<file path="config.mk">
export PLATFORM = sky130hd
export DESIGN_NAME = regfile
export DESIGN_NICKNAME = d
export VERILOG_FILES = /design/src/source/regfile.sv
export SDC_FILE = /design/constraint.sdc
export NUM_CORES = 2
export LEC_CHECK = 0
export ABC_CLOCK_PERIOD_IN_PS = 6940
export BUFFER_PORTS_ARGS = -buffer_cell sky130_fd_sc_hd__buf_2
export CORE_UTILIZATION = 40
export DETAILED_ROUTE_END_ITERATION = 10
export MAX_ROUTING_LAYER = met4
export PLACE_DENSITY = 0.52
export RECOVER_POWER = 100
export SYNTH_ARGS = -nofsm -noshare
export SYNTH_HDL_FRONTEND = slang
export SYNTH_SLANG_ARGS = --single-unit
</file>
<file path="constraint.sdc">
create_clock -name clk -period 6.94 [get_ports clk]
set_input_delay 0.694 -clock clk [delete_from_list [all_inputs] [get_ports clk]]
set_output_delay 0.694 -clock clk [all_outputs]
set_load 0.005 [all_outputs]
</file>
<file path="src/source/regfile.sv">
`default_nettype none

module regfile (
	input wire logic clk,
	input wire logic rst_n,
	input wire logic we,
	input wire logic [4:0] rd,
	input wire logic [4:0] rs1,
	input wire logic [4:0] rs2,
	input wire logic [31:0] wdata,
	output logic [31:0] rs1_data,
	output logic [31:0] rs2_data
);

	logic [31:0] regs [32];

	always_ff @(posedge clk) begin
		if (!rst_n) begin
			for (int i = 0; i < 32; i++) begin
				regs[i] <= '0;
			end
		end else if (we && (rd != 5'd0)) begin // x0 stays zero
			regs[rd] <= wdata;
		end
	end

	assign rs1_data = (rs1 == 5'd0) ? 32'd0 : regs[rs1];
	assign rs2_data = (rs2 == 5'd0) ? 32'd0 : regs[rs2];

endmodule

`default_nettype wire

</file>
==> run_summary.xml <==
<?xml version="1.0" encoding="UTF-8"?>
<metrics>
  <group name="route">
    <metric name="drt-initial-drc-count" unit="">4341</metric>
    <metric name="met3_wire_length" unit="um">18400</metric>
    <metric name="viasPerCell" unit="">6.38</metric>
    <metric name="pre_repair_dr_iteration_count" unit="">6</metric>
    <metric name="drt-met1-wl" unit="um">78700</metric>
    <metric name="antenna_violating_nets_post_route" unit="">0</metric>
    <metric name="routed-wl-met2" unit="um">93400</metric>
    <metric name="finalWirelength" unit="um">199000</metric>
    <metric name="detail_route.drc_violations" unit="">0</metric>
    <metric name="vias" unit="">34456</metric>
    <metric name="routed_wire_length_per_instance" unit="um">36.9</metric>
    <metric name="highest_routed_layer" unit="">met4</metric>
  </group>
  <group name="global_routing">
    <metric name="number_of_antenna_violations_at_the_first_check_in_global_routing" unit="">28</metric>
    <metric name="grt-ovfl-total" unit="">0</metric>
    <metric name="global_route_wire_length_before_repair" unit="um">276000</metric>
    <metric name="first_global_vias" unit="">35210</metric>
    <metric name="grt_start_max_net_pins" unit="">102</metric>
    <metric name="global_route.usage.total" unit="">0.300</metric>
  </group>
  <group name="hold_path">
    <metric name="holdPathEnd" unit="">regs[26][20]</metric>
    <metric name="worstHoldPathCells" unit="">2</metric>
    <metric name="min-delay-path-class" unit="">primary input to flop</metric>
    <metric name="hold_start" unit="">wdata[20]</metric>
  </group>
  <group name="place">
    <metric name="port_buffers" unit="">113</metric>
    <metric name="dp.final_hpwl" unit="um">117000</metric>
    <metric name="placement.setup.worst_slack" unit="ps">2050</metric>
    <metric name="globalplace.congestion" unit="">0.877</metric>
  </group>
  <group name="yosys">
    <metric name="netlist-cell-type-count" unit="">41</metric>
    <metric name="combined_area_of_all_synthesized_cells" unit="mm^2">0.0542</metric>
    <metric name="synth-seq-cells" unit="">1024</metric>
    <metric name="number_of_synthesized_flops_with_an_enable_pin" unit="">1024</metric>
    <metric name="asyncSetResetFlopFracSynth" unit="">0</metric>
    <metric name="post-synth-top-area-fraction" unit="">0.567</metric>
    <metric name="yosysTopAreaCell" unit="">edfxtp_1</metric>
    <metric name="synth_top_cells_by_area" unit="">edfxtp_1 (57%), mux4_2 (20%), and2_1 (11%)</metric>
    <metric name="ys_seq_area_frac" unit="">0.567</metric>
    <metric name="synth.avg_cell_area" unit="um^2">15.4</metric>
    <metric name="ys_dominant_reg_cell" unit="">edfxtp_1</metric>
    <metric name="synthesized_instance_count" unit="">3509</metric>
    <metric name="synth_warnings" unit="">0</metric>
  </group>
  <group name="setup_path">
    <metric name="criticalPathCategory" unit="">primary input to output port</metric>
    <metric name="crit_path_top_delay_cell" unit="">clkbuf_1</metric>
    <metric name="critPathMaxStageDelay" unit="ps">1250</metric>
    <metric name="worst_path_arrival" unit="ps">5230</metric>
    <metric name="cp_cell_sequence" unit="">buf_8 &gt; clkbuf_1 &gt; buf_4 &gt; nor4_2 &gt; clkbuf_1 &gt; nor3_1 &gt; clkbuf_1</metric>
    <metric name="cp-end-kind" unit="">output port</metric>
    <metric name="crit_buf_inv" unit="">5</metric>
    <metric name="critical_path.startpoint_type" unit="">primary input</metric>
    <metric name="crit_path_frequent_cell" unit="">clkbuf_1</metric>
    <metric name="critPathTopFamily" unit="">buffers and inverters</metric>
    <metric name="critical_path.max_fanout" unit="">101</metric>
    <metric name="crit_required" unit="ps">6250</metric>
  </group>
  <group name="clocking">
    <metric name="sink_count" unit="">1024</metric>
    <metric name="cts.clk_slew.worst_paths" unit="ps">60</metric>
    <metric name="post_cts.repair.setup_buffers" unit="">0</metric>
    <metric name="cts-buffers-inserted" unit="">117</metric>
    <metric name="cts_tree" unit="">yes</metric>
    <metric name="largest_buffer_count_on_any_clock_path" unit="">3</metric>
    <metric name="ctsHtreeMaxLevel" unit="">3</metric>
    <metric name="cts_root_buf" unit="">clkbuf_16</metric>
    <metric name="post_cts_resize_count" unit="">0</metric>
    <metric name="cts_hold_repair.buffers" unit="">0</metric>
  </group>
  <group name="final_layout">
    <metric name="share_of_final_layout_standard_cells_stronger_than_drive_strength_1" unit="">0.237</metric>
    <metric name="area_growth" unit="%">11.5</metric>
    <metric name="number_of_flip_flops_in_the_largest_register" unit="">1024</metric>
    <metric name="layout.nets" unit="">3563</metric>
    <metric name="utilization" unit="">0.451</metric>
    <metric name="layout_top_registers" unit="">regs (1024)</metric>
    <metric name="largest_register" unit="">regs</metric>
  </group>
  <group name="timing">
    <metric name="worst_slew_pin_slew" unit="ps">3750</metric>
    <metric name="worst_slew_margin_rel" unit="">-1.50</metric>
    <metric name="setup_violations" unit="">0</metric>
    <metric name="min_period_over_period" unit="">0.854</metric>
    <metric name="postLayoutSetupSlackWorst" unit="ps">1010</metric>
    <metric name="hold_viol_final" unit="">0</metric>
    <metric name="totalNegativeSetupSlack" unit="ps">0</metric>
    <metric name="holdWs" unit="ps">569</metric>
    <metric name="drv_slew" unit="">1997</metric>
    <metric name="rsz_0062_raised_after_global_routing" unit="">false</metric>
    <metric name="final_critical_path_time_including_i_o_delays_and_setup" unit="ps">5930</metric>
    <metric name="max_clock_freq" unit="MHz">169</metric>
  </group>
  <group name="floorplanning">
    <metric name="dieArea" unit="mm^2">0.137</metric>
    <metric name="initial_utilization" unit="">0.405</metric>
    <metric name="boundaryPins" unit="">114</metric>
    <metric name="fp.dieW" unit="um">370</metric>
    <metric name="cell_rows" unit="">134</metric>
    <metric name="floorplan.core_area" unit="mm^2">0.134</metric>
    <metric name="die_y" unit="um">370</metric>
  </group>
  <group name="pwr">
    <metric name="p_per_area" unit="mW/mm^2">255</metric>
    <metric name="ir_worst_vdd" unit="V">0.000210</metric>
    <metric name="power_leakage" unit="nW">19.8</metric>
  </group>
  <group name="outcome">
    <metric name="failed_checks" unit="">capacitance limit, slew limit</metric>
    <metric name="run_status" unit="">finished with violations</metric>
  </group>
  <group name="job">
    <metric name="cap_violations" unit="">71</metric>
  </group>
</metrics>
-- cell usage after synthesis (3+ instances only) --
library cell,number
nand3_1,5
mux2i_1,154
nand3b_1,5
mux2_2,30
and2_1,996
a2111oi_0,17
nand2_1,9
nor2b_1,15
a21oi_1,10
nor2_1,36
a22o_1,51
or3b_2,3
o221ai_1,27
a32o_1,4
a221oi_1,3
buf_4,37
a2111oi_1,12
nand2b_1,6
edfxtp_1,1024
a211oi_1,34
clkbuf_1,275
mux4_2,470
buf_6,19
o21ai_0,33
buf_2,49
nor3_1,54
a22oi_1,18
or3_1,3
buf_1,8
nor4_1,8
o22ai_1,79
-- per-layer routing --
metal  vias up  GRT usage
li1      13662          -
met1     18279      0.389
met2      2057      0.464
met3       458     0.0606
met4         0      0.115
met5         -          -
-- through the flow --
stage	std cells	power, mW	cell area [um^2]
3_5_place_dp	5162	9.26	57000
5_1_grt	5390	15.7	60400
2_1_floorplan	3540	8.48	54300
3_3_place_gp	5162	9.22	57000
4_1_cts	5377	15.4	60800
6_report	5403	15.4	60400
-- how the worst max path moves through the flow --
| stage | start | depth (start not counted) | end | slack [ps] |
|---|---|---|---|---|
| floorplan | rst_n | 5 | regs[24][0] | 2710 |
| global placement | rs2[1] | 7 | rs2_data[5] | 2000 |
| detailed placement | rs2[1] | 7 | rs2_data[5] | 2050 |
| CTS | rs2[1] | 7 | rs2_data[5] | 2040 |
| global route | rst_n | 4 | regs[25][31] | 1040 |
| finish | rs1[2] | 7 | rs1_data[20] | 1010 |
-- area by class of cell --
type	instances	area [um^2]
well taps	1768	2210
inverters	2	7.51
clock buffers	143	3110
clock inverters	72	662
repair buffers	242	1370
flip-flops and latches	1024	30700
multi-input cells	2126	22200
diodes	26	65.1
fillers	11657	73500
-- placed cells by master (no fill, tap or decap), types with 27 or more instances in the layout --
cell type / synthesis / routed
o21ai_4: 0 / 29
mux2_2: 30 / 30
clkbuf_16: 0 / 121
a211oi_1: 34 / 34
buf_2: 49 / 67
clkinv_1: 0 / 31
a22o_1: 51 / 51
buf_4: 37 / 48
nor3_1: 54 / 54
clkbuf_1: 275 / 133
o221ai_1: 27 / 27
conb_1: 1 / 32
mux2i_1: 154 / 154
o22ai_1: 79 / 79
and2_1: 996 / 503
edfxtp_1: 1024 / 1024
and2_0: 0 / 492
mux4_2: 470 / 470
-- logic make-up (layout without fill, tap and decap cells) --
kind of cell / after synthesis / in the layout / synth area share
and+or+nand+nor: 1149 / 1149 / 0.130
other: 1 / 58 / 0.0000692
buffers and inverters: 390 / 459 / 0.0333
DFF: 1024 / 1024 / 0.567
muxes: 654 / 654 / 0.230
AOI/OAI and AO/OA: 291 / 291 / 0.0396
-- report_power, final --
group | leakage (nW) | switching [mW] | internal, mW | total (mW)
Clock | 1.84 | 2.61 | 3.60 | 6.21
Combinational | 8.20 | 1.09 | 0.718 | 1.81
Sequential | 9.75 | 0.188 | 7.17 | 7.36
Power figures use the tool's default switching activity.
