[config.mk]
export PLATFORM = sky130hd
export DESIGN_NAME = pc_unit
export DESIGN_NICKNAME = d
export VERILOG_FILES = /design/src/source/pc_unit.sv
export SDC_FILE = /design/constraint.sdc
export NUM_CORES = 1
export LEC_CHECK = 0
export ABC_AREA = 1
export BUFFER_PORTS_ARGS = -buffer_cell sky130_fd_sc_hd__buf_4
export CORE_MARGIN = 8
export CORE_UTILIZATION = 52
export DETAILED_ROUTE_END_ITERATION = 7
export PLACE_DENSITY = 0.81
export SLEW_MARGIN = 20
export SYNTH_ARGS = -nofsm -noshare
export SYNTH_HDL_FRONTEND = slang
export SYNTH_SLANG_ARGS = --single-unit
[constraint.sdc]
create_clock -name clk -period 1.9 [get_ports clk]
set_clock_uncertainty 0.1 [all_clocks]
set_input_delay 0.095 -clock clk [delete_from_list [all_inputs] [get_ports clk]]
set_output_delay 0.095 -clock clk [all_outputs]
set_load 0.02 [all_outputs]
[src/source/pc_unit.sv]
`default_nettype none

module pc_unit #(
	parameter logic [31:0] RESET_PC = 32'h0000_0000
) (
	input wire logic clk,
	input wire logic rst_n,
	input wire logic advance,
	input wire logic pc_load,
	input wire logic [31:0] target,
	output logic [31:0] pc
);

	always_ff @(posedge clk) begin
		if (!rst_n) begin
			pc <= RESET_PC;
		end else if (advance) begin
			if (pc_load) begin
				pc <= {target[31:1], 1'b0}; // jalr wants bit 0 cleared
			end else begin
				pc <= pc + 32'd4;
			end
		end
	end

endmodule

`default_nettype wire

==> results of run 1 <==
[critical path, cell delays in order, from the launching register on]
cell,delay [ps]
dfxtp_1,390
ha_1,210
nand2_2,110
nor2_8,160
nand2_4,90
nor2_8,190
nand2_1,70
nand2_1,60
nand3_1,70
nand2_1,80
a21oi_2,40
[power by group]
part / switching (mW) / total (mW) / internal (mW)
clock: 0.252 / 0.496 / 0.244
combinational: 0.211 / 0.381 / 0.170
sequential: 0.0549 / 0.748 / 0.693
[cells in the final DEF, fill, tap and decap left out, drive strengths merged]
cell type / n
nand2: 112
inv: 37
and3: 1
nand4: 2
ha: 1
dlygate4sd3: 5
a221oi: 1
conb: 1
a21oi: 18
o21ai: 14
nor3: 8
a211oi: 9
dfxtp: 31
clkinv: 1
o211ai: 8
a31oi: 1
o221ai: 2
and2: 2
nor2: 50
buf: 73
clkbuf: 6
nand3: 39
[final cells by class]
type | instances | area (um^2) | area share
multi-input cells | 269 | 1384 | 0.4805
inverters | 38 | 142.6 | 0.04952
clock buffers | 6 | 72.57 | 0.02520
well taps | 50 | 62.56 | 0.02172
flip-flops and latches | 31 | 620.6 | 0.2155
repair buffers | 78 | 598.1 | 0.2076
[per-layer routing]
layer,vias up,GRT usage,part of all wire
met1,1176,0.2671,0.43
met5,-,0,0
met3,10,0.04746,0.090
met2,113,0.3440,0.47
li1,1285,-,-
met4,0,0.05357,0.012
[logic make-up (layout without fill, tap and decap cells)]
logic type                 after synthesis  count (layout)  share of synthesized area
AOI/OAI and AO/OA                       53              53                     0.1516
adders and majority gates                1               1                   0.005655
buffers and inverters                   51             122                    0.09388
DFF                                     31              31                     0.2805
other                                    1               1                   0.001695
and+or+nand+nor                        214             214                     0.4666
[how the worst min path moves through the flow]
stage | start | end | slack (ps) | depth (start not counted)
after floorplan | rst_n | pc[12] | 140 | 2
after global routing | target[14] | pc[14] | 10 | 3
after global placement | target[1] | pc[1] | 250 | 3
after CTS | target[17] | pc[17] | 0.8 | 3
after detailed placement | target[1] | pc[1] | 260 | 3
final | target[17] | pc[17] | 6 | 3
[per-stage QoR]
step	std cells	util	hold WS [ps]	total power, mW	cell area, um^2
after floorplan	351	-	142.6	0.9590	2212
after global placement	461	0.6796	249.8	1.125	2758
after detailed placement	461	0.6796	260.2	1.134	2758
after CTS	472	0.7098	0.8357	1.634	2880
after global routing	472	0.7098	10.18	1.703	2880
final	472	0.7098	5.765	1.625	2880
[timing repair]
item	4_1_cts	5_1_grt
hold buffers	5	0
gates resized for setup	0	0
endpoints found under the hold margin	5	0
==> results.cfg, run 1 <==
[final_layout]
largest_register_ffs = 31
drive_gt1_frac = 0.2464
reg_top3 = pc (31)
fillers = 372
area_growth_pct = 30.20
regMostFlops = pc
antennaDiodeCount = 0
final_nets = 460

[logic_synthesis]
yosys.area.top_type = dfxtp_1
synthTopCellsByCount = nand2_1, nor2_1, inv_1, nand3_1, dfxtp_1
synth_cell_type_count = 30
synthFlopType = dfxtp_1
ys_seq_area_frac = 0.2805
synth_seq_cells = 31
synth.most_common_cell = nand2_1
synth.top_cell.area_share = 0.2805
netlist_area_mm2 = 0.002212
async_flop_share = 0
synth_cells = 351
synth_nets = 388
synth_edf_count = 0
ys_top_cells_by_area = dfxtp_1, nand2_1, nand3_1
yosysWarnings = 0
avgSynthCellArea_um2 = 6.302

[timing]
rsz0062_at_grt = false
fmax_mhz = 593.2
worstMarginPinSlew_ps = 549.2
report.final.slew_viol_count = 0
slew_headroom = 0.6334
finalSetupViolCount = 0
post-route-period-util = 0.8872
setup-tns-final_ps = 0
period_minus_slack_ps = 1686
final.setup.worst_slack_ps = 214.3
finalHoldViolations = 0

[critical_path]
worstSetupPathType = flop to flop
cp-end-kind = flop
cp-start-kind = flop
critPathMaxFanout = 8
r2r-end = pc[26]
cp.required_ps = 1970
critPathLaunch = pc[3]
reg2reg_depth = 10
crit_arrival_ps = 1760
crit_end = pc[26]
r2r_slack_ps = 210
regToRegStartpoint = pc[3]

[power]
peakVddDrop_mv = 0.3196
powerDensity_mw_per_mm2 = 564.3
leakage_nw = 1.372

[routing]
drtIter0Drc = 150
routed-via-count = 2584
dr.pass1.iters = 5
wl_per_cell_um = 14.27
antenna_left = 0
via_per_inst = 5.475
wirelength_um = 6735
remaining_drc_errors = 0

[global_routing]
antenna_found_initial = 0
overflow = 0
grt_pass1_wl_um = 11090
grt_usage = 0.2087
first_global_vias = 2419
grt_max_degree = 31

[clocking]
cts_buffers = 5
clock_latency_ps = 280
h-tree-depth = 2
cts_setup_buffers = 0
cts_tree = yes
clockBufferDepth = 2
path_clk_slew_ps = 70
cts_root_buf = clkbuf_8
cts.sinks = 31

[floorplanning]
io_pins = 68
dieArea_mm2 = 0.006598
rows = 23
fp.dieH_um = 81.23
die_w_um = 81.23
start_util = 0.5452
coreArea_mm2 = 0.004058

[outcome]
run_status = finished, final reports clean

[placement]
dp_worst_setup_slack_ps = 241.3
place_congestion = 0.8721
io_buffers = 65
place_hpwl_um = 4937

[hold_path]
hold_class = input pin to flop

[flow_run]
maxCapViolations = 0
No activity file was read; power rests on OpenSTA's default activity.
==> run 2: changes to the inputs <==
--- a/config.mk
+++ b/config.mk
@@ -11,6 +11,7 @@
 export CORE_UTILIZATION = 52
 export DETAILED_ROUTE_END_ITERATION = 7
 export PLACE_DENSITY = 0.81
+export RECOVER_POWER = 100
 export SLEW_MARGIN = 20
 export SYNTH_ARGS = -nofsm -noshare
 export SYNTH_HDL_FRONTEND = slang
==> results.cfg, run 2 (synthesis results as in run 1) <==
[routing]
drtIter0Drc = 171
wirelength_um = 6729
routed-via-count = 2582
antenna_left = 0
via_per_inst = 5.470
remaining_drc_errors = 0
wl_per_cell_um = 14.26
dr.pass1.iters = 5

[power]
total_power_mw = 1.592
powerDensity_mw_per_mm2 = 585.7
power_switching_mw = 0.5204
peakVddDrop_mv = 0.3199
cellInternalPower_mw = 1.072
p_sw_frac = 0.3268
seq_power_share = 0.469
power_frac_comb = 0.217
clkPwrFrac = 0.315
leakage_nw = 1.209

[timing]
setup-tns-final_ps = 0
worstMarginPinSlew_ps = 647.2
fmax_mhz = 581.2
report.final.slew_viol_count = 0
rsz0062_at_grt = false
final.setup.worst_slack_ps = 179.5
finalSetupViolCount = 0
post-route-period-util = 0.9055
period_minus_slack_ps = 1720
finalHoldViolations = 0
slew_headroom = 0.5685

[floorplanning]
coreArea_mm2 = 0.004058
dieArea_mm2 = 0.006598
start_util = 0.5452
io_pins = 68
fp.dieH_um = 81.23
rows = 23
die_w_um = 81.23

[clocking]
h-tree-depth = 2
cts_root_buf = clkbuf_8
clock_latency_ps = 290
cts_tree = yes
clockBufferDepth = 2
path_clk_slew_ps = 70
cts_buffers = 5
cts.sinks = 31

[final_layout]
area_growth_pct = 22.91
largest_register_ffs = 31
fillers = 428
final_util = 0.6701
layout_common_cells = nand2_1, nor2_1, buf_4, inv_1, nand3_1
drive_gt1_frac = 0.1540
regMostFlops = pc
antennaDiodeCount = 0
reg_top3 = pc (31)
final_nets = 460
final_common_cell = nand2_1

[placement]
io_buffers = 65
place_hpwl_um = 4937
dp_worst_setup_slack_ps = 241.3
place_congestion = 0.8721

[outcome]
run_status = finished, final reports clean

[critical_path]
max_stage_delay_ps = 380
cp-start-kind = flop
cp.required_ps = 1980
cp-end-kind = flop
critPathMaxFanout = 8
crit_arrival_ps = 1800
crit_chain = ha_1 -> nand2_2 -> nor2_8 -> nand2_4 -> nor2_4 -> nand2_1 -> nand2_1 -> nand3_1 -> nand2_1 -> a21oi_2
worstSetupPathType = flop to flop
cp_common_cell = nand2_1
slowest_stage = dfxtp_1

[global_routing]
overflow = 0
grt_pass1_wl_um = 11090
antenna_found_initial = 0
first_global_vias = 2419
grt_usage = 0.2087
grt_max_degree = 31

[hold_path]
hold_class = input pin to flop

[flow_run]
maxCapViolations = 0
## run 2: layout make-up
type	count	area [um^2]	area share
Multi-Input combinational cell	269	1345	0.4947
Clock buffer	6	72.57	0.02669
Tap cell	50	62.56	0.02301
Inverter	38	142.6	0.05246
Sequential cell	31	620.6	0.2283
Timing Repair Buffer	78	475.5	0.1749
## run 2: repair_timing
item,4_1_cts,5_1_grt
resized for setup,0,0
endpoints found under the hold margin,5,0
buffers inserted,0,0
hold buffers,5,0
## run 2: metal layers
metal	vias to the layer above	share of wire	routed length, um	GRT usage
met5	-	0	0	0
met3	10	0.083	558	0.04746
met4	0	0.011	75	0.05357
li1	1285	-	-	-
met2	110	0.46	3121	0.3440
met1	1177	0.44	2973	0.2671
## run 2: final timing paths
kind | startpoint | endpoint | slack (ps) | cells past startpoint
setup / recovery | pc[3] | pc[26] | 180 | 10
hold / removal | target[17] | pc[17] | 0.07 | 3
setup reg to reg | pc[3] | pc[26] | 180 | 10
hold reg to reg | pc[1] | pc[1] | 380 | 2
## run 2: worst max-delay path: cells and delay by family (launching register included)
family / cells / cell delay (ps)
fa+ha+maj: 1 / 200
simple gates: 8 / 900
flops: 1 / 380
compound gates: 1 / 40
## run 2: metrics by stage
step	instance area (um^2)	hold slack, ps	instances
after global placement	2758	249.8	461
after CTS	2880	0.8357	472
after floorplan	2212	142.6	351
after global routing	2719	10.18	472
after detailed placement	2758	260.2	461
final	2719	0.07194	472
## run 2: power by group through the flow
stage               Clock (mW)  Sequential [mW]  Combinational, mW
floorplan                    0            0.801              0.158
global placement             0            0.760              0.366
detailed placement           0            0.761              0.373
CTS                      0.506            0.747              0.382
global route             0.531            0.754              0.382
finish                   0.501            0.746              0.345
