**config.mk**
```make
export PLATFORM = sky130hd
export DESIGN_NAME = control_rom
export DESIGN_NICKNAME = d
export VERILOG_FILES = /design/src/source/rv32i_types.sv /design/src/source/control_rom.sv
export SDC_FILE = /design/constraint.sdc
export NUM_CORES = 1
export LEC_CHECK = 0
export BUFFER_PORTS_ARGS = -buffer_cell sky130_fd_sc_hd__buf_2
export CORE_AREA = 2 2 39 41
export DETAILED_ROUTE_END_ITERATION = 16
export DIE_AREA = 0 0 41 43
export GPL_ROUTABILITY_DRIVEN = 1
export PLACE_DENSITY_LB_ADDON = 0.2
export SLEW_MARGIN = 20
export SYNTH_ARGS = -nofsm -noshare
export SYNTH_HDL_FRONTEND = slang
export SYNTH_SLANG_ARGS = --single-unit
export TNS_END_PERCENT = 1
```
**constraint.sdc**
```tcl
create_clock -name vclk -period 5.7
set_clock_uncertainty 0.15 [all_clocks]
set_input_delay 1.14 -clock vclk [all_inputs]
set_output_delay 1.14 -clock vclk [all_outputs]
set_load 0.005 [all_outputs]
```
**src/source/rv32i_types.sv**
```systemverilog
`default_nettype none

package rv32i_types;

	typedef enum logic [6:0] {
		op_lui   = 7'b0110111,
		op_auipc = 7'b0010111,
		op_jal   = 7'b1101111,
		op_jalr  = 7'b1100111,
		op_br    = 7'b1100011,
		op_load  = 7'b0000011,
		op_store = 7'b0100011,
		op_imm   = 7'b0010011,
		op_reg   = 7'b0110011
	} rv32i_opcode;

	// codes line up with the OP funct3 values where they can
	typedef enum logic [2:0] {
		alu_add = 3'b000,
		alu_sll = 3'b001,
		alu_sra = 3'b010,
		alu_sub = 3'b011,
		alu_xor = 3'b100,
		alu_srl = 3'b101,
		alu_or  = 3'b110,
		alu_and = 3'b111
	} alu_ops;

	typedef enum logic [2:0] {
		beq  = 3'b000,
		bne  = 3'b001,
		blt  = 3'b100,
		bge  = 3'b101,
		bltu = 3'b110,
		bgeu = 3'b111
	} branch_funct3_t;

	typedef enum logic [2:0] {
		lb  = 3'b000,
		lh  = 3'b001,
		lw  = 3'b010,
		lbu = 3'b100,
		lhu = 3'b101
	} load_funct3_t;

	typedef enum logic [2:0] {
		sb = 3'b000,
		sh = 3'b001,
		sw = 3'b010
	} store_funct3_t;

	typedef enum logic [2:0] {
		add  = 3'b000, // also sub
		sll  = 3'b001,
		slt  = 3'b010,
		sltu = 3'b011,
		axor = 3'b100,
		sr   = 3'b101, // srl or sra
		aor  = 3'b110,
		aand = 3'b111
	} arith_funct3_t;

	typedef struct packed {
		logic [6:0] funct7;
		logic [4:0] rs2;
		logic [4:0] rs1;
		logic [2:0] funct3;
		logic [4:0] rd;
		rv32i_opcode opcode;
	} r_fmt_t;

	typedef struct packed {
		logic [11:0] imm;
		logic [4:0] rs1;
		logic [2:0] funct3;
		logic [4:0] rd;
		rv32i_opcode opcode;
	} i_fmt_t;

	typedef struct packed {
		logic [6:0] imm_hi;
		logic [4:0] rs2;
		logic [4:0] rs1;
		logic [2:0] funct3;
		logic [4:0] imm_lo;
		rv32i_opcode opcode;
	} s_fmt_t;

	typedef struct packed {
		logic imm12;
		logic [5:0] imm10_5;
		logic [4:0] rs2;
		logic [4:0] rs1;
		logic [2:0] funct3;
		logic [3:0] imm4_1;
		logic imm11;
		rv32i_opcode opcode;
	} b_fmt_t;

	typedef struct packed {
		logic [19:0] imm; // upper 20 bits of the result
		logic [4:0] rd;
		rv32i_opcode opcode;
	} u_fmt_t;

	typedef struct packed {
		logic imm20;
		logic [9:0] imm10_1;
		logic imm11;
		logic [7:0] imm19_12;
		logic [4:0] rd;
		rv32i_opcode opcode;
	} j_fmt_t;

	typedef union packed {
		r_fmt_t r_fmt;
		i_fmt_t i_fmt;
		s_fmt_t s_fmt;
		b_fmt_t b_fmt;
		u_fmt_t u_fmt;
		j_fmt_t j_fmt;
	} rv32i_instr_u;

	typedef struct packed {
		rv32i_opcode opcode;
		alu_ops aluop;
		branch_funct3_t cmpop;
		logic load_regfile;
		logic [2:0] regfilemux_sel; // 0 alu, 1 cmp, 2 u_imm, 3 load, 4 pc+4
		logic pcmux_sel;            // unconditional jump
		logic alumux1_sel;          // 0 rs1, 1 pc
		logic [2:0] alumux2_sel;    // 0 i, 1 u, 2 b, 3 s, 4 rs2, 5 j
		logic cmpmux_sel;           // 0 rs2, 1 i_imm
		logic [1:0] load_type;      // 0 word, 1 byte, 2 half
		logic load_unsigned;
		logic [1:0] store_type;     // same coding as load_type
		logic write;
		logic read_b;
	} rv32i_control_word;

	typedef struct packed {
		logic [31:0] pc;
		logic [4:0] rd;
		logic we;
		logic [31:0] data;
	} retire_t;

endpackage

`default_nettype wire

```
**src/source/control_rom.sv**
```systemverilog
`default_nettype none

module control_rom (
	input wire rv32i_types::rv32i_opcode opcode,
	input wire logic [2:0] funct3,
	input wire logic [6:0] funct7,
	output rv32i_types::rv32i_control_word ctrl
);
	import rv32i_types::*;

	always_comb begin
		// defaults, most opcodes only touch a few fields
		ctrl.opcode = opcode;
		ctrl.aluop = alu_ops'(funct3);
		ctrl.cmpop = branch_funct3_t'(funct3);
		ctrl.load_regfile = 1'b0;
		ctrl.regfilemux_sel = 3'd0;
		ctrl.pcmux_sel = 1'b0;
		ctrl.alumux1_sel = 1'b0;
		ctrl.alumux2_sel = 3'd0;
		ctrl.cmpmux_sel = 1'b0;
		ctrl.load_type = 2'd0; // word
		ctrl.load_unsigned = 1'b0;
		ctrl.store_type = 2'd0; // word
		ctrl.write = 1'b0;
		ctrl.read_b = 1'b0;

		case (opcode)
			op_lui: begin
				ctrl.load_regfile = 1'b1;
				ctrl.regfilemux_sel = 3'd2;
			end

			op_auipc: begin
				ctrl.load_regfile = 1'b1;
				ctrl.aluop = alu_add;
				ctrl.alumux1_sel = 1'b1; // pc + u_imm
				ctrl.alumux2_sel = 3'd1;
			end

			op_jal: begin
				ctrl.load_regfile = 1'b1;
				ctrl.regfilemux_sel = 3'd4; // link value
				ctrl.pcmux_sel = 1'b1;
				ctrl.alumux1_sel = 1'b1;
				ctrl.alumux2_sel = 3'd5;
				ctrl.aluop = alu_add;
			end

			op_jalr: begin
				ctrl.load_regfile = 1'b1;
				ctrl.regfilemux_sel = 3'd4;
				ctrl.pcmux_sel = 1'b1; // rs1 + i_imm
				ctrl.aluop = alu_add;
			end

			op_br: begin
				ctrl.alumux1_sel = 1'b1; // target is pc + b_imm
				ctrl.alumux2_sel = 3'd2;
				ctrl.aluop = alu_add;
			end

			op_load: begin
				ctrl.load_regfile = 1'b1;
				ctrl.regfilemux_sel = 3'd3;
				ctrl.aluop = alu_add;
				ctrl.read_b = 1'b1;
				case (load_funct3_t'(funct3))
					lb: ctrl.load_type = 2'd1;
					lh: ctrl.load_type = 2'd2;
					lbu: begin
						ctrl.load_type = 2'd1;
						ctrl.load_unsigned = 1'b1;
					end
					lhu: begin
						ctrl.load_type = 2'd2;
						ctrl.load_unsigned = 1'b1;
					end
					default: ; // lw
				endcase
			end

			op_store: begin
				// rd holds immediate bits here so no regfile write
				ctrl.alumux2_sel = 3'd3;
				ctrl.aluop = alu_add;
				ctrl.write = 1'b1;
				case (store_funct3_t'(funct3))
					sb: ctrl.store_type = 2'd1;
					sh: ctrl.store_type = 2'd2;
					default: ; // sw
				endcase
			end

			op_imm: begin
				ctrl.load_regfile = 1'b1;
				case (arith_funct3_t'(funct3))
					slt: begin
						ctrl.cmpop = blt;
						ctrl.regfilemux_sel = 3'd1;
						ctrl.cmpmux_sel = 1'b1;
					end
					sltu: begin
						ctrl.cmpop = bltu;
						ctrl.regfilemux_sel = 3'd1;
						ctrl.cmpmux_sel = 1'b1;
					end
					sr: ctrl.aluop = (funct7 == 7'b0100000) ? alu_sra : alu_srl;
					default: ;
				endcase
			end

			op_reg: begin
				ctrl.load_regfile = 1'b1;
				ctrl.alumux2_sel = 3'd4;
				case (arith_funct3_t'(funct3))
					add: ctrl.aluop = (funct7 == 7'b0100000) ? alu_sub : alu_add;
					slt: begin
						ctrl.cmpop = blt;
						ctrl.regfilemux_sel = 3'd1;
					end
					sltu: begin
						ctrl.cmpop = bltu;
						ctrl.regfilemux_sel = 3'd1;
					end
					sr: ctrl.aluop = (funct7 == 7'b0100000) ? alu_sra : alu_srl;
					default: ; // funct3 already is the alu code
				endcase
			end

			default: ctrl = '0; // csr, fence, system and anything else
		endcase
	end

endmodule

`default_nettype wire

```
==> out/metrics.cfg <==
[status]
status = finished, final reports clean

[floorplanning]
rows = 14
core_um2 = 1384
io_pins = 47
die_x_um = 41
initial_utilization = 0.3816
dieArea_um2 = 1763
dieHeight_um = 43

[clocking]
cts_setup_buffers = 0
ctsHoldBuffers = 0
cts_resized = 0

[power_and_ir_drop]
cellLeakagePower_uw = 0.0004103
p_per_area_nw_per_um2 = 39.53
power_uw = 28.54
peakVddDrop_v = 0.00002524

[cells_and_area]
seq_cells = 0
finish.utilization = 0.5217
area_growth_pct = 36.73
num-clock-buffers = 0
multi_input_area_um2 = 450.4
fill_cells = 157
regArea_um2 = 0
fin_cells = 142
nets = 145
drive_above_1_share = 0.4365
insertedDiodeCount = 0

[job]
cap_violations = 0

[synth]
syn_area_per_cell_um2 = 6.140
yosysTopAreaCell = nor2_1
synthDominantCellAreaShare = 0.09242
synth.top_cells.by_area = nor2_1 9.2%, buf_6 8.5%, nand2b_1 7.1%
synth_warnings = 0
yosysSeqAreaShare = 0
syn-instance-count = 86
synthesis.nets = 103
synth_cell_types = 34
synthesis.area_um2 = 528.0

[route]
viasPerCell = 5.415
antenna_left = 0
dr.pass1.iters = 4
drt-total-wl_mm = 1.572
num_vias = 769
drc_errors = 0
drt_iter0_markers = 11
wl_per_cell_um = 11.07

[sta]
fin_crit_sh = 0.6886
tns_ns = 0
max_freq_mhz = 254.8
hold_viol = 0
grt_setup_unrepaired = no
period_minus_slack_ns = 3.925
worst_pin_slew_ns = 0.4064
final_max_slew_viol_count = 0
finalSetupViolCount = 0
relSlewSlack = 0.7270

[critical_path]
worst_ep_arrival_time_ns = 2.64
slowest_stage = or4_1
critical_path.cell_chain = buf_2 -> nand4b_1 -> or3_4 -> or4_1 -> o211ai_1 -> buf_2
critPathBufInv = 2
cpPeakStageDelay_ns = 0.51
required_ns = 4.41
cp_common_cell = buf_2
worstPathMaxFanout = 10
path_class = input port to output port
cp-startpoint = opcode[6]
cp-end-kind = output port
crit_family = simple AND/OR/NAND/NOR gates
cp-start-kind = input port

[global_routing]
grt_pass1_wl_mm = 2.421
antenna_found_initial = 0
track_usage = 0.1838
grt-ovfl-total = 0
grt_max_degree = 13
grt_pass1_vias = 591

[place]
gp_congestion = 0.7848
portBuffers = 47
placed_cells = 142
dp_hpwl_mm = 1.302

[worst_hold_path]
hp-start = funct3[0]
hold_path.class = input port to output port

logic make-up (layout without fill, tap and decap cells):
logic type	after synthesis	count (layout)	synth area share
buffers and inverters	11	51	0.1469
and+or+nand+nor	57	57	0.6304
xor gates and xnor gates	1	1	0.01659
AOI/OAI and AO/OA	17	17	0.2062
metrics by stage:
| stage | cell area, um^2 | hold slack, ns | setup slack (ns) |
|---|---|---|---|
| 5_1_grt | 721.9 | 2.482 | 1.701 |
| 3_5_place_dp | 721.9 | 2.461 | 1.782 |
| 4_1_cts | 721.9 | 2.462 | 1.776 |
| 2_1_floorplan | 528.0 | 2.155 | 2.009 |
| 6_report | 721.9 | 2.455 | 1.775 |
| 3_3_place_gp | 721.9 | 2.453 | 1.820 |
final cells by class:
type	instances	area share
Inverter	4	0.02253
Tap cell	16	0.02773
Timing Repair Buffer	47	0.3258
Multi-Input combinational cell	75	0.6239
worst paths after layout:
path / endpoint / slack [ns] / depth (start not counted)
worst max-delay path: ctrl[21] / 1.77 / 6
worst min-delay path: ctrl[5] / 2.45 / 3
worst min-delay path, stage by stage:
cell	delay, ns
buf_2	0.15
nor3_2	0.06
buf_2	0.11
power by group:
group | switching [uW] | total (uW) | internal [uW]
Sequential | 0 | 0 | 0
Clock | 0 | 0 | 0
Combinational | 16.2 | 28.5 | 12.3
Total | 16.2 | 28.5 | 12.3
cells in the mapped netlist (all sizes together) (3+ instances only):
cell / count
inv: 3
buf: 6
nand3: 3
o21ai: 4
nand2: 9
a21oi: 4
nand4b: 3
or3: 4
or4: 3
nor3: 7
nand2b: 6
nor2: 13
layer usage:
| layer | vias up | part of all wire | track usage |
|---|---|---|---|
| met1 | 348 | 0.42 | 0.2342 |
| met4 | 0 | 0 | 0 |
| met2 | 30 | 0.51 | 0.3438 |
| met5 | - | 0 | 0 |
| li1 | 391 | - | - |
| met3 | 0 | 0.071 | 0 |
cell usage in the layout, fill, tap and decap left out:
master     instances
buf_2             47
nor2_1            13
nand2_1            9
nor3_1             6
nand2b_1           6
o21ai_0            4
a21oi_1            4
or3_4              3
inv_1              3
nand3_1            3
nand4b_1           3
or4_1              2
a31oi_1            2
o21a_1             2
nor4_1             2
and2_1             2
or4_4              1
clkinv_2           1
nor3b_1            1
nor4b_1            1
a21boi_0           1
or2_2              1
nand4bb_1          1
nor3_2             1
xnor2_1            1
o211ai_1           1
nor2b_1            1
a2bb2oi_1          1
a21o_1             1
or3_1              1
o21ba_2            1
Note: power is estimated with default switching activity, not from simulation.
