<file path="src/source/rv32i_types.sv">
`default_nettype none

package rv32i_types;

	typedef enum logic [6:0] {
		op_lui   = 7'b0110111,
		op_auipc = 7'b0010111,
		op_jal   = 7'b1101111,
		op_jalr  = 7'b1100111,
		op_br    = 7'b1100011,
		op_load  = 7'b0000011,
		op_store = 7'b0100011,
		op_imm   = 7'b0010011,
		op_reg   = 7'b0110011
	} rv32i_opcode;

	// codes line up with the OP funct3 values where they can
	typedef enum logic [2:0] {
		alu_add = 3'b000,
		alu_sll = 3'b001,
		alu_sra = 3'b010,
		alu_sub = 3'b011,
		alu_xor = 3'b100,
		alu_srl = 3'b101,
		alu_or  = 3'b110,
		alu_and = 3'b111
	} alu_ops;

	typedef enum logic [2:0] {
		beq  = 3'b000,
		bne  = 3'b001,
		blt  = 3'b100,
		bge  = 3'b101,
		bltu = 3'b110,
		bgeu = 3'b111
	} branch_funct3_t;

	typedef enum logic [2:0] {
		lb  = 3'b000,
		lh  = 3'b001,
		lw  = 3'b010,
		lbu = 3'b100,
		lhu = 3'b101
	} load_funct3_t;

	typedef enum logic [2:0] {
		sb = 3'b000,
		sh = 3'b001,
		sw = 3'b010
	} store_funct3_t;

	typedef enum logic [2:0] {
		add  = 3'b000, // also sub
		sll  = 3'b001,
		slt  = 3'b010,
		sltu = 3'b011,
		axor = 3'b100,
		sr   = 3'b101, // srl or sra
		aor  = 3'b110,
		aand = 3'b111
	} arith_funct3_t;

	typedef struct packed {
		logic [6:0] funct7;
		logic [4:0] rs2;
		logic [4:0] rs1;
		logic [2:0] funct3;
		logic [4:0] rd;
		rv32i_opcode opcode;
	} r_fmt_t;

	typedef struct packed {
		logic [11:0] imm;
		logic [4:0] rs1;
		logic [2:0] funct3;
		logic [4:0] rd;
		rv32i_opcode opcode;
	} i_fmt_t;

	typedef struct packed {
		logic [6:0] imm_hi;
		logic [4:0] rs2;
		logic [4:0] rs1;
		logic [2:0] funct3;
		logic [4:0] imm_lo;
		rv32i_opcode opcode;
	} s_fmt_t;

	typedef struct packed {
		logic imm12;
		logic [5:0] imm10_5;
		logic [4:0] rs2;
		logic [4:0] rs1;
		logic [2:0] funct3;
		logic [3:0] imm4_1;
		logic imm11;
		rv32i_opcode opcode;
	} b_fmt_t;

	typedef struct packed {
		logic [19:0] imm; // upper 20 bits of the result
		logic [4:0] rd;
		rv32i_opcode opcode;
	} u_fmt_t;

	typedef struct packed {
		logic imm20;
		logic [9:0] imm10_1;
		logic imm11;
		logic [7:0] imm19_12;
		logic [4:0] rd;
		rv32i_opcode opcode;
	} j_fmt_t;

	typedef union packed {
		r_fmt_t r_fmt;
		i_fmt_t i_fmt;
		s_fmt_t s_fmt;
		b_fmt_t b_fmt;
		u_fmt_t u_fmt;
		j_fmt_t j_fmt;
	} rv32i_instr_u;

	typedef struct packed {
		rv32i_opcode opcode;
		alu_ops aluop;
		branch_funct3_t cmpop;
		logic load_regfile;
		logic [2:0] regfilemux_sel; // 0 alu, 1 cmp, 2 u_imm, 3 load, 4 pc+4
		logic pcmux_sel;            // unconditional jump
		logic alumux1_sel;          // 0 rs1, 1 pc
		logic [2:0] alumux2_sel;    // 0 i, 1 u, 2 b, 3 s, 4 rs2, 5 j
		logic cmpmux_sel;           // 0 rs2, 1 i_imm
		logic [1:0] load_type;      // 0 word, 1 byte, 2 half
		logic load_unsigned;
		logic [1:0] store_type;     // same coding as load_type
		logic write;
		logic read_b;
	} rv32i_control_word;

	typedef struct packed {
		logic [31:0] pc;
		logic [4:0] rd;
		logic we;
		logic [31:0] data;
	} retire_t;

endpackage

`default_nettype wire

</file>
<file path="src/source/core_fsm.sv">
`default_nettype none

module core_fsm (
	input wire logic clk,
	input wire logic rst_n,
	input wire logic instr_valid,
	input wire rv32i_types::rv32i_instr_u instr,
	input wire rv32i_types::rv32i_control_word ctrl_next,
	input wire logic [31:0] pc,
	input wire logic [31:0] wb_data,
	output logic fetch_req,
	output rv32i_types::rv32i_instr_u ir,
	output rv32i_types::rv32i_control_word ctrl,
	output logic exec_en,
	output logic wb_en,
	output logic retire_valid,
	output rv32i_types::retire_t retire
);
	import rv32i_types::*;

	typedef enum logic [1:0] {s_fetch, s_exec, s_wb} state_t;

	state_t state;
	logic pending; // request is out, word not yet taken
	logic accept;
	rv32i_instr_u ir_q;

	// while fetching the decoder already sees the incoming word,
	// so the control word can be captured on entry to execute
	assign ir = (state == s_fetch) ? instr : ir_q;
	assign accept = (state == s_fetch) && pending && instr_valid;
	assign exec_en = (state == s_exec);
	assign wb_en = (state == s_wb);

	always_ff @(posedge clk) begin
		if (!rst_n) begin
			state <= s_fetch;
			pending <= 1'b0;
			fetch_req <= 1'b0;
			retire_valid <= 1'b0;
		end else begin
			fetch_req <= 1'b0;
			retire_valid <= 1'b0;
			case (state)
				s_fetch: begin
					if (!pending) begin // first request after reset
						fetch_req <= 1'b1;
						pending <= 1'b1;
					end else if (instr_valid) begin
						pending <= 1'b0;
						state <= s_exec;
					end
				end
				s_exec: state <= s_wb;
				s_wb: begin
					state <= s_fetch;
					fetch_req <= 1'b1; // next fetch goes out with the retire
					pending <= 1'b1;
					retire_valid <= 1'b1;
				end
				default: state <= s_fetch;
			endcase
		end
	end

	always_ff @(posedge clk) begin
		if (accept) begin
			ir_q <= instr;
			ctrl <= ctrl_next;
		end
		if (wb_en) begin
			retire.pc <= pc; // pc of the retiring instruction, before update
			retire.rd <= ir_q.r_fmt.rd;
			retire.we <= ctrl.load_regfile && (ir_q.r_fmt.rd != 5'd0);
			retire.data <= wb_data;
		end
	end

endmodule

`default_nettype wire

</file>
<file path="config.mk">
export PLATFORM = sky130hd
export DESIGN_NAME = core_fsm
export DESIGN_NICKNAME = d
export VERILOG_FILES = /design/src/source/rv32i_types.sv /design/src/source/core_fsm.sv
export SDC_FILE = /design/constraint.sdc
export NUM_CORES = 1
export LEC_CHECK = 0
export BUFFER_PORTS_ARGS = -buffer_cell sky130_fd_sc_hd__buf_2
export CAP_MARGIN = 10
export CELL_PAD_IN_SITES_DETAIL_PLACEMENT = 0
export CELL_PAD_IN_SITES_GLOBAL_PLACEMENT = 1
export CORE_ASPECT_RATIO = 0.8
export CORE_MARGIN = 2
export CORE_UTILIZATION = 32
export CTS_CLUSTER_DIAMETER = 80
export DETAILED_ROUTE_END_ITERATION = 10
export GPL_TIMING_DRIVEN = 1
export HOLD_SLACK_MARGIN = 0.03
export PLACE_DENSITY_LB_ADDON = 0.1
export SLEW_MARGIN = 15
export SYNTH_ARGS = -nofsm -noshare
export SYNTH_HDL_FRONTEND = slang
export SYNTH_SLANG_ARGS = --single-unit
</file>
<file path="constraint.sdc">
create_clock -name clk -period 2.35 [get_ports clk]
set_clock_uncertainty 0.1 [all_clocks]
set_input_delay 0.3525 -clock clk [delete_from_list [all_inputs] [get_ports clk]]
set_output_delay 0.3525 -clock clk [all_outputs]
set_load 0.05 [all_outputs]
</file>
==> impl_results.md, run 1 <==
* Mapped Cells at 186
* Placed insts at ~640
* Post-synthesis cell type count at 13
* Initial antenna violation count at 0
* DRT Pass-1 Iters at 4
* Drt wl/cell at roughly 16 um
* CTS tree: done
* Vias in the first global route at around 3700
* # fillers at around 1100
* RSZ-0062 raised after global routing: false
* Clock slew seen by the registers of the worst setup and hold paths at 0.05 ns
* Sink Count at roughly 140
* Sequential Power Share at a little under half
* H-Tree Depth at 4
* Final hold viol count at 0
* Max-cap viol count at 0
* Crit path max fanout at 10
* Syn Area/Cell at ~25 um^2
* Pint at 4.661 mW
* Max_slew headroom at a little under two thirds
* FMAX at 457.8 MHz
* Hold Crit Start: instr[17]
* CP endpoint kind: output pin
* Layout cells sized above 1 at 54.26%
* Slowest stage delay, CP at 0.36 ns
* Finished Core Util at between 50% and 60%
* CTS buffer count at 17
* Combinational share of power at between 10 and 15%
* Post-Syn Nets at between 300 and 400
* Vias at between 3000 and 4000
* Worst R2R Path Depth at 2
* CP required at between 1.5 and 2 ns
* Area delta synth->final at 73.23%
* CTS resizes at 0
* NetSw at approximately 1.5 mW
* Post-DP HPWL at 9.037 mm
* Bufs and invs on worst path at 2
* First-pass GRT wire length at slightly below 20 mm
* Slew Viols, Final at 0
* Startpoint types: flip-flop
* Post-layout nets at approximately 730
* Final TNS setup at 0 ns
* Reg2reg end: retire[9]
* Slowest-stage cell, CP: dfxtp_1
* Clock share of power at about two fifths
* P_leak at about 3.5 nW
* Deepest clock path buffer count at 2
* Post-route DRC at 0
* Pin count of the biggest net entering global routing at 38
* Initial Util at 32.72%
* Seq. cell area at approximately 0.0041 mm^2
* Die area at between 0.015 and 0.02 mm^2
* Status: completed
* Hold slack final at 0.07608 ns
* Power Dens Cells at 754.6 mW/mm^2
* Netlist Area Pre-Place at 0.004678 mm^2
* Tcrit/Tclk final at slightly above 90%
* Detailed Route Iter0 Violations at 133
* Vias per inst at ~4.3
* Port bufs at about 260
* Cell family with most CP delay: buffers and inverters
* HP Class: input pin to flip-flop
* CTS root buf: clkbuf_16
* Worst hold stages at 1
* Critical path, cell by cell: nor2_4, buf_4, mux2_4, buf_2
* Non-filler cells, final at a little under 800
* Multi-input gate area at just under 600 um^2
* Final wirelength at roughly 13 mm
* Clk Latency, worst-skew pair at 0.41 ns
* Slew of the pin with the lowest slew margin at between 0.5 and 0.6 ns
* Setup violations, final at 0
* GP Congestion at 0.7789
* Core area at between 0.01 and 0.015 mm^2
* Worst R2R Setup Slack at between 0.7 and 0.8 ns
* Critical path arrival at ~1.7 ns
* Worst hold endpoint: ir_q[17]
* R2R Path Start: state[1]
* N_diodes at 0
* Die X at between 100 and 150 um
* Grt total ovfl at 0
* Tmin final at about 2.2 ns
* Synth Warn # at 0
* Sequential share of the synthesized area at between 80 and 90%
* Final ANT Viol Nets at 0
* Io pins at about 270
* Post-synthesis register bit count at approximately 140
* Switch share at 23.78%
* Std-Cell Rows at 39
* Die Y at between 100 and 150 um
* Peak VDD IR at about 0.5 mV
* Total GRT Usage at between 15 and 20%
* Total Power at 6.115 mW
* Crit Path Class: flip-flop to output pin
how the worst max path moves through the flow:
stage / to / startpoint / slack, ns / cells after the start
CTS: ir[12] / state[1] / 0.13 / 4
finish: ir[12] / state[1] / 0.17 / 4
floorplan: ctrl[0] / state[0] / 0.39 / 1
global route: ir[11] / state[1] / 0.10 / 4
detailed placement: ir[12] / state[1] / 0.59 / 4
global placement: ir[31] / state[1] / 0.62 / 4
synthesized netlist by cell type:
master	number	area [um^2]
and2_1	3	18.77
and2b_1	3	22.52
and4bb_2	1	12.51
buf_6	3	33.78
dfxtp_1	5	100.1
edfxtp_1	132	3964
mux2_2	2	22.52
mux2_4	30	450.4
nor2_4	1	11.26
nor2b_1	2	12.51
nor3b_1	2	15.01
o21a_1	1	7.510
or4_1	1	7.510
flip-flops by register name, indices dropped and copies added (netlist names):
register      cells
state             2
fetch_req         1
ir_q             32
retire_valid      1
ctrl             30
pending           1
retire           70
placed cells by master (no fill, tap or decap), drive strengths merged:
cell,count
edfxtp,132
dfxtp,5
buf,272
and2,3
mux2,32
and2b,3
or4,1
o21a,1
clkinvlp,2
bufinv,2
dlygate4sd3,125
clkinv,6
nor3b,2
and4bb,1
nor2,1
clkbuf,20
nor2b,2
cell families (layout without fill, tap and decap cells):
family	Yosys count	after routing	synth area share (%)
AO/OA/AOI/OAI	1	1	0.1605
multiplexers	32	32	10.11
buffers and inverters	3	427	0.7221
flip-flops	137	137	86.87
AND/OR/NAND/NOR	13	13	2.139
metrics by stage:
step,area [um^2],setup WS (ns)
after global placement,6311,0.6150
final,8104,0.1655
after CTS,8104,0.1285
after global routing,8104,0.1020
after floorplan,4679,0.3902
after detailed placement,6311,0.5889
power by group through the flow:
stage / sequential, mW / combinational, mW / clock [mW]
final: 2.79 / 0.865 / 2.46
after global routing: 2.80 / 0.909 / 2.63
after CTS: 2.80 / 0.868 / 2.54
after detailed placement: 2.84 / 0.703 / 0
after global placement: 2.84 / 0.698 / 0
after floorplan: 3.00 / 0.315 / 0
cell type report:
type | count | share of cell area, %
flip-flops and latches | 137 | 50.15
repair buffers | 397 | 33.10
clock buffers | 20 | 5.388
multi-input cells | 46 | 7.226
well taps | 184 | 2.841
clock inverters | 10 | 1.297
timing repair:
| action | CTS | global route |
|---|---|---|
| setup buffers | 0 | 0 |
| hold buffers | 125 | 0 |
| hold endpoints to repair | 125 | 0 |
routing by layer:
metal / part of all wire [%] / wire, um / up-vias / global-route usage, %
met5: 0 / 0 / - / 0
met1: 42 / 5404 / 1618 / 19.90
met2: 46 / 5829 / 175 / 25.62
met3: 9.3 / 1191 / 29 / 7.423
li1: - / - / 1571 / -
met4: 2.9 / 371 / 0 / 9.091
worst reg2reg max path, cell delays in order (launching register included):
cell and delay [ns]:
dfxtp_1 0.43, and2b_2 0.54, buf_4 0.26
(Power assumes the default switching activity.)
==> run 2, diff against run 1 <==
Settings changed: CORE_UTILIZATION 32 to 38.
Clock period 2.35 ns to 2.6 ns, I/O delays scaled along.
==> run 2 against run 1 <==
Non-clock buffer count is 80 lower. Hold slack worse by 0.027 ns. Die area is 15% lower. Utilization is 3.3 points higher. Critical path type unchanged. Register-to-register slack better by 0.10 ns. Critical path depth stayed put.
==> impl_results.md, run 2 (synthesized netlist as in run 1, its figures left out) <==
* Max layer used: met4
* Switch share at about a quarter
* Io pins at about 270
* Metal-1 WL at between 4 and 5 mm
* Port bufs at 264
* Die area at around 0.013 mm^2
* Commonest non-fill, non-tap cell in the layout: buf_2
* Startpoint types: flip-flop
* H-Tree Depth at 4
* Die Y at ~100 um
* Deepest clock path buffer count at 2
* CTS root buf: clkbuf_16
* Worst R2R Path Depth at 2
* Largest regs: retire (70), ir_q (32), ctrl (30)
* Clock slew seen by the registers of the worst setup and hold paths at around 0.050 ns
* Post-layout nets at 648
* Final hold viol count at 0
* Max_slew headroom at between 60 and 70%
* Tcrit/Tclk final at a little under nine tenths
* Final TNS setup at 0 ns
* HP Class: input pin to flip-flop
* Std-Cell Rows at 36
* Final wirelength at around 11 mm
* Crit path max fanout at 32
* Total Power at about 5.4 mW
* Tmin final at 2.236 ns
* WL met3 at approximately 1.0 mm
* Setup ws final at ~0.36 ns
* Vias at about 3000
* P_leak at about 3.1 nW
* Layout cells sized above 1 at 61.28%
* Slew of the pin with the lowest slew margin at between 0.5 and 0.6 ns
* Clk Latency, worst-skew pair at between 0.4 and 0.5 ns
* Met2 wire len at between 5 and 6 mm
* Area delta synth->final at 55.34%
* Pin count of the biggest net entering global routing at 57
* Power Dens Cells at 748.3 mW/mm^2
* Final ANT Viol Nets at 0
* Max-cap viol count at 0
* DRT Pass-1 Iters at 4
* N_diodes at 0
* Core area at between 0.01 and 0.015 mm^2
* Hold Crit Start: pc[9]
* Initial antenna violation count at 0
* Pint at roughly 4.1 mW
* Slew Viols, Final at 0
* GP Congestion at 0.7153
* Grt total ovfl at 0
* FMAX at about 450 MHz
* Worst hold stages at 1
* CP required at 2.11 ns
* Sink Count at around 140
* Drt wl/cell at around 17 um
* Total GRT Usage at roughly 17%
* Detailed Route Iter0 Violations at 146
* Post-DP HPWL at around 7.7 mm
* Start point of the critical path: state[1]
* CTS buffer count at 17
* Clock share of power at approximately 40%
* Initial Util at about two fifths
* Die X at around 130 um
* NetSw at 1.297 mW
* Max FFs per register at 70
* Most frequent cells in the layout: buf_2 (264), edfxtp_1 (132), dlygate4sd3_1 (50), mux2_4 (30), clkbuf_16 (17)
* Sequential Power Share at a little under half
* Vias per inst at 4.352
* Status: completed
* Setup violations, final at 0
* First-pass GRT wire length at around 16 mm
* Post-route DRC at 0
* Critical path arrival at 1.75 ns
* CTS tree: done
* Crit Path Class: flip-flop to output pin
* CTS resizes at 0
* CP endpoint kind: output pin
* Largest Register: retire
* RSZ-0062 raised after global routing: false
* Combinational share of power at between 10 and 15%
* Dpl ws at slightly below 0.8 ns
* R2R Path Start: state[0]
* Peak VDD IR at between 0.4 and 0.5 mV
* Vias in the first global route at about 3000
==> run 2: cell count changes in the layout (fill, tap and decap cells not counted) <==
cell,previous run,this run
clkinv_4,1,0
dlygate4sd3_1,125,50
buf_4,4,0
clkinv_2,2,3
clkinv_1,3,4
buf_12,4,3
clkbuf_1,3,4
==> run 2: final timing paths <==
| check | endpoint | slack [ns] |
|---|---|---|
| setup / recovery | ir[30] | 0.36 |
| hold reg to reg | retire[36] | 0.37 |
| hold / removal | retire[47] | 0.05 |
| setup reg to reg | ir_q[21] | 0.83 |
==> run 2: stage by stage <==
stage / std cells / hold WS, ns / util, % / instance area [um^2]
2_1_floorplan: 186 / 0.3409 / - / 4678
3_3_place_gp: 602 / 0.3576 / 51.34 / 6221
3_5_place_dp: 602 / 0.3608 / 51.34 / 6221
4_1_cts: 683 / 0.03015 / 59.89 / 7257
5_1_grt: 684 / 0.03089 / 59.98 / 7267
6_report: 684 / 0.04879 / 59.98 / 7267
==> run 2: power groups by stage <==
stage	Sequential [mW]	Combinational (mW)	Clock, mW
CTS	2.52	0.682	2.28
global route	2.53	0.715	2.38
global placement	2.57	0.621	0
floorplan	2.71	0.285	0
finish	2.52	0.680	2.23
detailed placement	2.57	0.625	0
==> run 2: critical path: stages, from the launching register on <==
cell,delay (ns)
dfxtp_1,0.36
nor2_4,0.14
buf_12,0.25
mux2_2,0.36
buf_2,0.21
==> run 2: final cells by class <==
type,count,area [um^2]
Clock buffer,21,440.4
Fill cell,951,4850
Multi-Input combinational cell,46,585.6
Sequential cell,137,4064
Clock inverter,11,105.1
Tap cell,152,190.2
Timing Repair Buffer,317,1882
==> run 2: layer usage <==
metal	global-route usage, %	vias up
met5	0	-
met4	8.791	0
met3	8.693	20
met2	29.21	149
met1	17.44	1400
li1	-	1408
==> run 2: repair_timing <==
item	in CTS	in global routing
hold buffers	49	1
buffers inserted	0	0
endpoints found under the hold margin	49	1
==> run 3, diff against run 2 <==
Settings changed: MAX_ROUTING_LAYER set to met4.
==> run 3 against run 2 <==
Fmax up 0.15%. Combinational power about the same. Routed wire length down 0.39%. Hold slack better by 0.0041 ns. Sequential power about the same. Clock power about the same. Worst setup slack better by 0.0034 ns. Count of clock-buffer cells in the layout unchanged. Utilization unchanged. Cell area unchanged. Flip-flop and latch count unchanged. Via count down 0.37%. Largest cell class unchanged. Highest routed layer unchanged.
==> impl_results.md, run 3 (synthesized netlist as in run 1, its figures left out) <==
* Vias at 2966
* CTS tree: done
* Max-cap viol count at 0
* Final wirelength at 11.27 mm
* Startpoint types: flip-flop
* Metal-1 WL at 4.199 mm
* Reg2reg end: ir_q[0]
* Total GRT Usage at 17.60%
* Worst R2R Setup Slack at between 0.8 and 0.9 ns
* Crit path max fanout at 32
* Clock slew seen by the registers of the worst setup and hold paths at 0.05 ns
* Post-CTS Setup Bufs at 0
* Commonest non-fill, non-tap cell in the layout: buf_2
* Post-route DRC at 0
* Core area at around 0.012 mm^2
* # fillers at 951
* Hold Crit Start: ctrl_next[0]
* Peak VDD IR at ~0.46 mV
* Grt total ovfl at 0
* Largest regs: retire (70), ir_q (32), ctrl (30)
* Io pins at between 200 and 300
* Finished Core Util at around 60%
* CP endpoint kind: output pin
* Worst hold endpoint: ctrl[0]
* Max layer used: met4
* Critical path, cell by cell: nor2_4, buf_12, mux2_2, buf_2
* Sequential Power Share at 46.5%
* R2R Path Start: state[0]
* Power Dens Cells at about 750 mW/mm^2
* Layout cells sized above 1 at 61.28%
* Max_slew headroom at about two thirds
* Port bufs at approximately 260
* Std-Cell Rows at 36
* HP Class: input pin to flip-flop
* Fin area at between 0.007 and 0.008 mm^2
* Slew Viols, Final at 0
* Tmin final at 2.232 ns
* Clk Latency, worst-skew pair at approximately 0.41 ns
* Die Y at slightly above 100 um
* Post-Place Cell Area at approximately 0.0062 mm^2
* Pint at slightly above 4 mW
* Vias per inst at approximately 4.3
* Dpl ws at 0.7829 ns
* Crit Path Class: flip-flop to output pin
* Detailed Route Iter0 Violations at between 150 and 200
* CTS root buf: clkbuf_16
* Final hold viol count at 0
* GP Congestion at slightly above 0.7
* Final TNS setup at 0 ns
* Combinational share of power at roughly 13%
* CP required at about 2.1 ns
* Post-layout nets at ~650
* Slowest-stage cell, CP: dfxtp_1
* Max FFs per register at 70
* Tcrit/Tclk final at a little under nine tenths
* Pin count of the biggest net entering global routing at 57
* NetSw at 1.290 mW
* N_diodes at 0
* Drt wl/cell at about 16 um
* Status: completed
* DRT Pass-1 Iters at 4
* CTS resizes at 0
* Setup ws final at 0.3677 ns
* RSZ-0062 raised after global routing: false
* Switch share at 23.75%
* Post-DP HPWL at 7.736 mm
* Sink Count at roughly 140
* Worst R2R Path Depth at 2
* Slowest stage delay, CP at 0.36 ns
* Critical path arrival at 1.74 ns
* Area delta synth->final at 55.34%
* Die X at approximately 130 um
* H-Tree Depth at 4
* Most frequent cells in the layout: buf_2 (264), edfxtp_1 (132), dlygate4sd3_1 (50), mux2_4 (30), clkbuf_16 (17)
* Setup violations, final at 0
* Hold slack final at roughly 0.053 ns
* Vias in the first global route at 3065
* Final ANT Viol Nets at 0
* Slew of the pin with the lowest slew margin at about 0.50 ns
* Deepest clock path buffer count at 2
* Met2 wire len at around 5.9 mm
* P_leak at between 3 and 4 nW
* Die area at between 0.01 and 0.015 mm^2
* First-pass GRT wire length at around 16 mm
* WL met3 at around 900 um
* Largest Register: retire
* FMAX at approximately 450 MHz
* Initial Util at roughly 39%
* Worst hold stages at 1
* Clock share of power at about two fifths
* Initial antenna violation count at 0
* CTS buffer count at 17
==> run 3: worst max path at each step <==
stage	cells after the start	slack (ns)	to	start
after global placement	4	0.80	ir[31]	state[1]
after global routing	4	0.27	ir[30]	state[1]
after floorplan	1	0.09	retire[0]	state[1]
final	4	0.37	ir[30]	state[1]
after detailed placement	4	0.78	ir[30]	state[1]
after CTS	4	0.33	ir[30]	state[1]
==> run 3: power by group through the flow <==
stage          registers (mW)  clock network, mW  logic (mW)
6_report                 2.52               2.23       0.680
5_1_grt                  2.53               2.38       0.715
4_1_cts                  2.52               2.28       0.682
3_5_place_dp             2.57                  0       0.625
3_3_place_gp             2.57                  0       0.621
2_1_floorplan            2.71                  0       0.285
==> run 3: area by class of cell <==
type / instances / area [um^2] / share of cell area [%]
multi-input cells: 46 / 585.6 / 8.058
flip-flops and latches: 137 / 4064 / 55.92
repair buffers: 317 / 1882 / 25.90
well taps: 152 / 190.2 / 2.617
clock buffers: 21 / 440.4 / 6.061
clock inverters: 11 / 105.1 / 1.446
==> run 3: per-stage QoR <==
step           power (mW)  instances
6_report            5.431        684
5_1_grt             5.622        684
4_1_cts             5.490        683
3_5_place_dp        3.193        602
3_3_place_gp        3.187        602
2_1_floorplan       2.994        186
==> run 3: timing repair <==
item / CTS / global route
hold endpoints to repair: 49 / 1
hold buffers: 49 / 1
setup endpoints to repair: 0 / 0
==> run 3: critical path: cells and delay by family (launching register included) <==
kind,cells,cell delay [ns]
buffers and inverters,2,0.46
flip-flops,1,0.36
multiplexers,1,0.36
AND/OR/NAND/NOR,1,0.14
==> run 3: routing by layer <==
metal	track usage, %	up-vias
met1	18.09	1389
met4	8.791	0
met3	7.665	21
met2	29.25	148
met5	-	-
li1	-	1408
